[config.mk]
export PLATFORM = sky130hd
export DESIGN_NAME = simd_alu
export DESIGN_NICKNAME = d
export VERILOG_FILES = /design/src/verilog/simd_alu_pkg.sv /design/src/verilog/simd_addsub.sv /design/src/verilog/simd_alu.sv /design/src/verilog/simd_bitwise.sv /design/src/verilog/simd_compare.sv
export VERILOG_INCLUDE_DIRS = /design/src /design/src/verilog
export SDC_FILE = /design/constraint.sdc
export NUM_CORES = 2
export LEC_CHECK = 0
export ABC_AREA = 1
export BUFFER_PORTS_ARGS = -buffer_cell sky130_fd_sc_hd__buf_2
export CELL_PAD_IN_SITES_DETAIL_PLACEMENT = 0
export CELL_PAD_IN_SITES_GLOBAL_PLACEMENT = 1
export CORE_ASPECT_RATIO = 0.5
export CORE_UTILIZATION = 33
export CTS_BUF_LIST = sky130_fd_sc_hd__clkbuf_8
export DETAILED_ROUTE_END_ITERATION = 10
export GPL_TIMING_DRIVEN = 1
export PLACE_DENSITY_LB_ADDON = 0.1
export SYNTH_ARGS = -nofsm -noshare
export SYNTH_HDL_FRONTEND = slang
export SYNTH_SLANG_ARGS = --single-unit
[constraint.sdc]
create_clock -name clk_i -period 4.58 [get_ports clk_i]
set_input_delay 0.229 -clock clk_i [delete_from_list [all_inputs] [get_ports clk_i]]
set_output_delay 0.229 -clock clk_i [all_outputs]
set_load 0.05 [all_outputs]
[src/verilog/simd_alu_macros.svh]
// SIMD ALU constants
// Word, byte and element widths shared by the datapath and the package

`ifndef SIMD_ALU_MACROS_SVH
`define SIMD_ALU_MACROS_SVH

// Operand and result word
`define SIMD_DATA_W 64

// One saturation flag per byte of the word
`define SIMD_STRB_W 8

// Supported element widths
`define SIMD_EW8_W  8
`define SIMD_EW16_W 16
`define SIMD_EW32_W 32
`define SIMD_EW64_W 64

// Number of element widths, smallest first
`define SIMD_NUM_EW 4

`endif

[src/verilog/simd_alu_pkg.sv]
// SIMD ALU package
// Operation and element-width encodings, and the lane view of one word

`include "simd_alu_macros.svh"

package simd_alu_pkg;

  // Kept vector integer operations
  typedef enum logic [4:0] {
    OP_AND, OP_OR, OP_XOR,
    OP_ADD, OP_SUB, OP_RSUB,
    OP_SADDU, OP_SADD, OP_SSUBU, OP_SSUB,
    OP_SLL, OP_SRL, OP_SRA,
    OP_MIN, OP_MINU, OP_MAX, OP_MAXU,
    OP_MSEQ, OP_MSNE,
    OP_MSLT, OP_MSLTU,
    OP_MSLE, OP_MSLEU,
    OP_MSGT, OP_MSGTU
  } alu_op_e;

  // Element width, in the order of the lane widths
  typedef enum logic [1:0] {
    EW8,
    EW16,
    EW32,
    EW64
  } vew_e;

  // Same 64-bit word seen as 1, 2, 4 or 8 lanes
  typedef union packed {
    logic [`SIMD_DATA_W/`SIMD_EW64_W-1:0][`SIMD_EW64_W-1:0] w64;
    logic [`SIMD_DATA_W/`SIMD_EW32_W-1:0][`SIMD_EW32_W-1:0] w32;
    logic [`SIMD_DATA_W/`SIMD_EW16_W-1:0][`SIMD_EW16_W-1:0] w16;
    logic [`SIMD_DATA_W/`SIMD_EW8_W-1:0][`SIMD_EW8_W-1:0]   w8;
  } alu_lanes_t;

endpackage

[src/verilog/simd_addsub.sv]
// SIMD add and subtract unit
// Wrapping and saturating lane arithmetic with per-byte saturation flags

`timescale 1ns/10ps

`include "simd_alu_macros.svh"

module simd_addsub import simd_alu_pkg::*; (
  input  alu_op_e                 op_i,
  input  vew_e                    vew_i,
  input  logic [`SIMD_DATA_W-1:0] operand_a_i,
  input  logic [`SIMD_DATA_W-1:0] operand_b_i,
  output logic [`SIMD_DATA_W-1:0] result_o,
  output logic [`SIMD_STRB_W-1:0] vxsat_o
);

  logic is_own;
  logic is_sub;
  logic is_rsub;
  logic sat_u;
  logic sat_s;

  // One candidate result per element width
  logic [`SIMD_NUM_EW-1:0][`SIMD_DATA_W-1:0] res_ew;
  logic [`SIMD_NUM_EW-1:0][`SIMD_STRB_W-1:0] sat_ew;

  ////////////////////////////////////////
  // Operation decode
  ////////////////////////////////////////

  assign is_own  = op_i inside {OP_ADD, OP_SUB, OP_RSUB,
                                OP_SADDU, OP_SADD, OP_SSUBU, OP_SSUB};
  assign is_sub  = op_i inside {OP_SUB, OP_RSUB, OP_SSUBU, OP_SSUB};
  assign is_rsub = op_i == OP_RSUB;
  assign sat_u   = op_i inside {OP_SADDU, OP_SSUBU};
  assign sat_s   = op_i inside {OP_SADD, OP_SSUB};

  ////////////////////////////////////////
  // Lane arithmetic
  ////////////////////////////////////////

  for (genvar g = 0; g < `SIMD_NUM_EW; g++) begin : g_ew
    localparam int unsigned W     = `SIMD_EW8_W << g;
    localparam int unsigned LANES = `SIMD_DATA_W / W;
    localparam int unsigned BYTES = W / 8;

    for (genvar l = 0; l < LANES; l++) begin : g_lane
      logic [W-1:0] x;
      logic [W-1:0] y;
      logic [W:0]   ext;
      logic [W-1:0] clamp_s;
      logic         ovf_u;
      logic         ovf_s;
      logic         lane_sat_u;
      logic         lane_sat_s;

      // b op a, except reverse subtract which is a - b
      assign x = is_rsub ? operand_a_i[l*W +: W] : operand_b_i[l*W +: W];
      assign y = is_rsub ? operand_b_i[l*W +: W] : operand_a_i[l*W +: W];

      // Extra top bit holds carry or borrow
      assign ext = is_sub ? {1'b0, x} - {1'b0, y} : {1'b0, x} + {1'b0, y};

      assign ovf_u = ext[W];

      // Signs agree for add or differ for sub, and result sign leaves x
      assign ovf_s = ((x[W-1] ^ y[W-1]) == is_sub) && (ext[W-1] != x[W-1]);

      // Overflow always goes toward the sign of x
      assign clamp_s = {x[W-1], {(W-1){~x[W-1]}}};

      assign lane_sat_u = sat_u & ovf_u;
      assign lane_sat_s = sat_s & ovf_s;

      // Unsigned clamp: all ones on add, zero on sub
      assign res_ew[g][l*W +: W] = lane_sat_u ? {W{~is_sub}} :
                                   lane_sat_s ? clamp_s : ext[W-1:0];

      assign sat_ew[g][l*BYTES +: BYTES] = {BYTES{lane_sat_u | lane_sat_s}};
    end
  end

  ////////////////////////////////////////
  // Width select
  ////////////////////////////////////////

  assign result_o = is_own ? res_ew[vew_i] : '0;
  assign vxsat_o  = is_own ? sat_ew[vew_i] : '0;

endmodule

[src/verilog/simd_alu.sv]
// SIMD integer ALU top
// Runs the three lane units in parallel and registers result, flags and valid

`timescale 1ns/10ps

`include "simd_alu_macros.svh"

module simd_alu import simd_alu_pkg::*; (
  input  logic                    clk_i,
  input  logic                    reset_i,
  input  logic                    valid_i,
  input  alu_op_e                 op_i,
  input  vew_e                    vew_i,
  input  logic [`SIMD_DATA_W-1:0] operand_a_i,
  input  logic [`SIMD_DATA_W-1:0] operand_b_i,
  output logic                    valid_o,
  output logic [`SIMD_DATA_W-1:0] result_o,
  output logic [`SIMD_STRB_W-1:0] vxsat_o
);

  logic [`SIMD_DATA_W-1:0] cmp_res;
  logic [`SIMD_DATA_W-1:0] arith_res;
  logic [`SIMD_DATA_W-1:0] logic_res;
  logic [`SIMD_DATA_W-1:0] alu_res;
  logic [`SIMD_STRB_W-1:0] arith_sat;

  ////////////////////////////////////////
  // Lane units
  ////////////////////////////////////////

  simd_compare u_compare (
    .op_i        (op_i),
    .vew_i       (vew_i),
    .operand_a_i (operand_a_i),
    .operand_b_i (operand_b_i),
    .result_o    (cmp_res)
  );

  simd_addsub u_addsub (
    .op_i        (op_i),
    .vew_i       (vew_i),
    .operand_a_i (operand_a_i),
    .operand_b_i (operand_b_i),
    .result_o    (arith_res),
    .vxsat_o     (arith_sat)
  );

  simd_bitwise u_bitwise (
    .op_i        (op_i),
    .vew_i       (vew_i),
    .operand_a_i (operand_a_i),
    .operand_b_i (operand_b_i),
    .result_o    (logic_res)
  );

  // Units not owning the op drive zero
  assign alu_res = cmp_res | arith_res | logic_res;

  ////////////////////////////////////////
  // Output register
  ////////////////////////////////////////

  always_ff @(posedge clk_i) begin
    if (reset_i) begin
      valid_o  <= 1'b0;
      result_o <= '0;
      vxsat_o  <= '0;
    end else begin
      valid_o  <= valid_i;
      result_o <= valid_i ? alu_res : '0;
      vxsat_o  <= valid_i ? arith_sat : '0;
    end
  end

endmodule

[src/verilog/simd_bitwise.sv]
// SIMD bitwise unit
// Whole-word logic operations and lane-wise shifts of b by a

`timescale 1ns/10ps

`include "simd_alu_macros.svh"

module simd_bitwise import simd_alu_pkg::*; (
  input  alu_op_e                 op_i,
  input  vew_e                    vew_i,
  input  logic [`SIMD_DATA_W-1:0] operand_a_i,
  input  logic [`SIMD_DATA_W-1:0] operand_b_i,
  output logic [`SIMD_DATA_W-1:0] result_o
);

  // Shift result for each element width
  logic [`SIMD_NUM_EW-1:0][`SIMD_DATA_W-1:0] shift_ew;

  ////////////////////////////////////////
  // Lane shifts
  ////////////////////////////////////////

  for (genvar g = 0; g < `SIMD_NUM_EW; g++) begin : g_ew
    localparam int unsigned W     = `SIMD_EW8_W << g;
    localparam int unsigned LANES = `SIMD_DATA_W / W;
    localparam int unsigned SH    = $clog2(W);

    for (genvar l = 0; l < LANES; l++) begin : g_lane
      logic [W-1:0]  lane_b;
      logic [SH-1:0] amount;
      logic [W-1:0]  sll;
      logic [W-1:0]  srl;
      logic [W-1:0]  sra;

      assign lane_b = operand_b_i[l*W +: W];
      // Only the low bits of the a lane count
      assign amount = operand_a_i[l*W +: SH];

      assign sll = lane_b << amount;
      assign srl = lane_b >> amount;
      // Kept apart so the sign fill is not lost in a mixed expression
      assign sra = $signed(lane_b) >>> amount;

      assign shift_ew[g][l*W +: W] = (op_i == OP_SLL) ? sll :
                                     (op_i == OP_SRL) ? srl : sra;
    end
  end

  ////////////////////////////////////////
  // Result select
  ////////////////////////////////////////

  always_comb begin : p_result
    unique case (op_i)
      OP_AND:                 result_o = operand_a_i & operand_b_i;
      OP_OR:                  result_o = operand_a_i | operand_b_i;
      OP_XOR:                 result_o = operand_a_i ^ operand_b_i;
      OP_SLL, OP_SRL, OP_SRA: result_o = shift_ew[vew_i];
      default:                result_o = '0;
    endcase
  end

endmodule

[src/verilog/simd_compare.sv]
// SIMD compare unit
// Per-lane less and equal flags feeding min, max and element compares

`timescale 1ns/10ps

`include "simd_alu_macros.svh"

module simd_compare import simd_alu_pkg::*; (
  input  alu_op_e                 op_i,
  input  vew_e                    vew_i,
  input  logic [`SIMD_DATA_W-1:0] operand_a_i,
  input  logic [`SIMD_DATA_W-1:0] operand_b_i,
  output logic [`SIMD_DATA_W-1:0] result_o
);

  alu_lanes_t opa, opb, res;
  logic       is_signed, is_max, is_minmax, is_cmp;
  // Indexed by lane number, upper lanes idle at wider widths
  logic [7:0] less, equal, hit, pick;

  assign opa      = operand_a_i;
  assign opb      = operand_b_i;
  assign result_o = res;

  assign is_signed = op_i inside {OP_MIN, OP_MAX, OP_MSLT, OP_MSLE, OP_MSGT};
  assign is_max    = op_i inside {OP_MAX, OP_MAXU};
  assign is_minmax = op_i inside {OP_MIN, OP_MINU, OP_MAX, OP_MAXU};
  assign is_cmp    = op_i inside {OP_MSEQ, OP_MSNE, OP_MSLT, OP_MSLTU,
                                  OP_MSLE, OP_MSLEU, OP_MSGT, OP_MSGTU};

  ////////////////////////////////////////
  // Lane flags
  ////////////////////////////////////////

  // less means b below a; sign bit extended only for signed ops
  always_comb begin : p_flags
    less  = '0;
    equal = '0;
    unique case (vew_i)
      EW8: for (int l = 0; l < 8; l++) begin
        less[l]  = $signed({is_signed & opb.w8[l][7], opb.w8[l]}) <
                   $signed({is_signed & opa.w8[l][7], opa.w8[l]});
        equal[l] = opa.w8[l] == opb.w8[l];
      end
      EW16: for (int l = 0; l < 4; l++) begin
        less[l]  = $signed({is_signed & opb.w16[l][15], opb.w16[l]}) <
                   $signed({is_signed & opa.w16[l][15], opa.w16[l]});
        equal[l] = opa.w16[l] == opb.w16[l];
      end
      EW32: for (int l = 0; l < 2; l++) begin
        less[l]  = $signed({is_signed & opb.w32[l][31], opb.w32[l]}) <
                   $signed({is_signed & opa.w32[l][31], opa.w32[l]});
        equal[l] = opa.w32[l] == opb.w32[l];
      end
      default: begin
        less[0]  = $signed({is_signed & opb.w64[0][63], opb.w64[0]}) <
                   $signed({is_signed & opa.w64[0][63], opa.w64[0]});
        equal[0] = opa.w64[0] == opb.w64[0];
      end
    endcase
  end

  // Relation per compare kind
  always_comb begin : p_hit
    unique case (op_i)
      OP_MSEQ:            hit = equal;
      OP_MSNE:            hit = ~equal;
      OP_MSLT, OP_MSLTU:  hit = less;
      OP_MSLE, OP_MSLEU:  hit = less | equal;
      OP_MSGT, OP_MSGTU:  hit = ~(less | equal);
      default:            hit = '0;
    endcase
  end

  // Take b when it wins: below a for min, not below a for max
  assign pick = less ^ {8{is_max}};

  ////////////////////////////////////////
  // Result word
  ////////////////////////////////////////

  always_comb begin : p_result
    res = '0;
    if (is_cmp || is_minmax) begin
      unique case (vew_i)
        EW8: for (int l = 0; l < 8; l++)
          res.w8[l] = is_cmp ? 8'(hit[l]) : (pick[l] ? opb.w8[l] : opa.w8[l]);
        EW16: for (int l = 0; l < 4; l++)
          res.w16[l] = is_cmp ? 16'(hit[l]) : (pick[l] ? opb.w16[l] : opa.w16[l]);
        EW32: for (int l = 0; l < 2; l++)
          res.w32[l] = is_cmp ? 32'(hit[l]) : (pick[l] ? opb.w32[l] : opa.w32[l]);
        default:
          res.w64[0] = is_cmp ? 64'(hit[0]) : (pick[0] ? opb.w64[0] : opa.w64[0]);
      endcase
    end
  end

endmodule
==> summary.txt <==
Vias after detailed routing -> 79,000
Post-synth EDFFs -> 0
Routability cong. -> 1.11
Largest net degree at the start of global routing -> 98
Worst Path Max Fanout -> 7
Number of global-route vias before repair -> 69,300
Tightest Pin Transition -> 1.28 ns
Leakage -> 34.5 nW
Die width -> 550 um
Pint -> 0.00555 W
Vias/cell -> 5.98
CTS Hold Bufs -> 0
Total CTS buffers -> 9
CTS clk-pin slew, worst paths -> 0.10 ns
Sw frac -> 0.598
Pwr Density -> 198 nW/um2
Residual DRC -> 4
Commonest cells in the synthesized netlist -> 2,941 x nand2_1, 1,173 x o21ai_0, 811 x inv_1
Top-count cell post-synth -> nand2_1
Min-Delay Path Class -> in -> reg
Max_cap viols -> 0
Worst path max stage delay -> 0.31 ns
Syn Nets -> 10,100
Worst VDD drop -> 133 uV
Logic gate share of total power -> 0.908
Setup ws final -> -0.589 ns
Dominant cells by area after synthesis -> nand2_1 22%, o21ai_0 12%, ha_1 9.1%
Core box area -> 149,000 um2
Slew Viols, Final -> 0
DRT Pass-1 Iters -> 11
Share of post-route cells with drive strength above 1 -> 0.261
Main synth FF type -> dfxtp_1
Clock Path Buffers -> 2
Worst path required time -> 4.86 ns
Yosys top cell by area -> nand2_1
Overall power -> 0.0138 W
Failing checks -> DRC, setup timing
Type of origin of the critical path -> input port
Cell Area, Synth -> 49,500 um2
Hold_ws -> 0.312 ns
Post-DP HPWL -> 313 mm
Slowest cell on crit path -> ha_1
WL final -> 386 mm
GRT Total Usage -> 0.483
Die H -> 276 um
Finished Layout Cells -> 13,200
Gate Count Post-Synth -> 9,552
Cell Rows -> 100
Run status -> finished with violations
Clock share of power -> 0.041
Initial antenna violation count -> 27
Final hold vios -> 0
FILL cells -> 16,600
Post-synth cell types -> 81
Seq/Total Area, Yosys -> 0.0295
Top cell by count, worst path -> nand2_1
Root Buffer -> clkbuf_8
CTS sink cnt -> 73
PortBufs -> 210
Sequential power share -> 0.051
Die area -> 152,000 um2
Area grow syn2layout -> 40.7%
Clock H-tree levels -> 3
Slew HR -> 0.147
RSZ-0062 raised after global routing -> yes
IO Pins -> 211
Crit. End Element -> flop
Syn_area_per_cell -> 5.18 um2
Total gr overflow -> 0
Initial cell density of the core -> 0.333
Antenna violation net count after detailed routing -> 0
Final Setup Violations -> 72
Global-route wire length before repair -> 526 mm
WS Path Type -> in -> reg
Fraction of registers with async set/reset -> 0
Routed WL per cell -> 29.2 um
Final Cycle Share -> 1.13
Number of synthesized register bits -> 73
Initial DRC Count -> 12,400
Layout net count -> 11,700
Ys Warns -> 0
Min cycle time layout -> 5.17 ns
Hold path cells -> 3
FMAX -> 193 MHz
Cells after DPL -> 13,100
Sw Pwr -> 0.00826 W
Crit path DAT -> 5.45 ns
CTS tree -> done
Yosys top cell area share -> 0.223
==> cell usage in the layout, fill, tap and decap left out, drive strengths merged, types with 12 or more instances in the layout <==
cell type  synthesis  final
a211oi            32     32
a21o              23     23
a21oi            723    723
a221oi            29     29
a22oi             12     12
a31oi             77     77
buf              200   2211
clkbuf           382     17
clkinv            36     38
dfxtp             73     73
ha               359    359
inv              856    857
mux2i             61     61
nand2           2987   2987
nand3            554    554
nand3b            28     28
nand4            178    180
nor2             776    777
nor3              77     77
nor4              20     20
o2111ai           39     39
o211ai           147    147
o21a              49     49
o21ai           1295   1295
o21bai            26     26
o221ai            72     72
o22ai             62     62
o311ai            12     12
o31ai             20     20
or2               35     35
xnor2             79     79
xor2             179    179
==> area by class of cell <==
type	count	area (um2)	area share
antenna	10	25.0	0.000359
clock buffer	11	151	0.00217
clock inverter	5	37.5	0.000539
inverter	892	3400	0.0488
multi-input combinational	8008	44600	0.640
sequential	73	1460	0.0210
tap	1989	2490	0.0357
timing repair buffer	2219	17500	0.251
==> worst paths after layout <==
kind,startpoint,end,slack (ns)
worst max-delay path,op_i[4],result_o[30],-0.59
worst min-delay path,reset_i,valid_o,0.31
==> critical path, delay by kind of cell <==
kind,cells,cell delay [ns]
buffers and inverters,14,1.74
AND/OR/NAND/NOR,25,2.45
XOR/XNOR,1,0.27
AO/OA/AOI/OAI,2,0.40
adder cells (fa/ha/maj),1,0.31
==> registers in the layout (all words and copies together), names as in the netlist <==
register,cells
result_o,64
vxsat_o,8
valid_o,1
==> cells by family after synthesis <==
group | Yosys count | synth area share
xor+xnor | 258 | 0.0458
fa+ha+maj | 367 | 0.0939
compound gates | 2651 | 0.307
flops | 73 | 0.0295
simple gates | 4667 | 0.393
mux | 62 | 0.0126
buf+inv | 1474 | 0.119
==> power by group through the flow <==
stage / registers (W) / clock network (W) / logic (W)
finish: 0.000705 / 0.000560 / 0.0125
detailed placement: 0.000719 / 0 / 0.0113
CTS: 0.000704 / 0.000559 / 0.0116
floorplan: 0.000824 / 0 / 0.00528
global route: 0.000705 / 0.000581 / 0.0131
global placement: 0.000722 / 0 / 0.0114
==> per-stage QoR <==
stage                     setup slack [ns]  utilization  TNS [ns]  instance area, um2
after floorplan                    -0.0256            -    -0.310               49600
after global placement               -1.28        0.441    -86.05               65700
after detailed placement             -1.37        0.441    -90.71               65700
after CTS                           -0.437        0.456    -24.61               67900
after global routing                -0.735        0.468    -44.85               69600
final                               -0.589        0.468    -34.43               69600
==> metal layers <==
| layer | GRT usage | vias to the layer above | part of all wire |
|---|---|---|---|
| li1 | - | 35500 | - |
| met3 | 0.209 | 760 | 0.17 |
| met4 | 0.143 | 24 | 0.038 |
| met1 | 0.688 | 37200 | 0.43 |
| met5 | 0 | - | 0.00038 |
| met2 | 0.638 | 5551 | 0.36 |
==> what timing repair did <==
item / CTS / global route
gates cloned: 15 / 9
setup endpoints to repair: 72 / 72
hold endpoints to repair: 0 / 0
pin swaps: 88 / 146
resized for setup: 297 / 370
buffers inserted: 60 / 43
(Power assumes the default switching activity.)
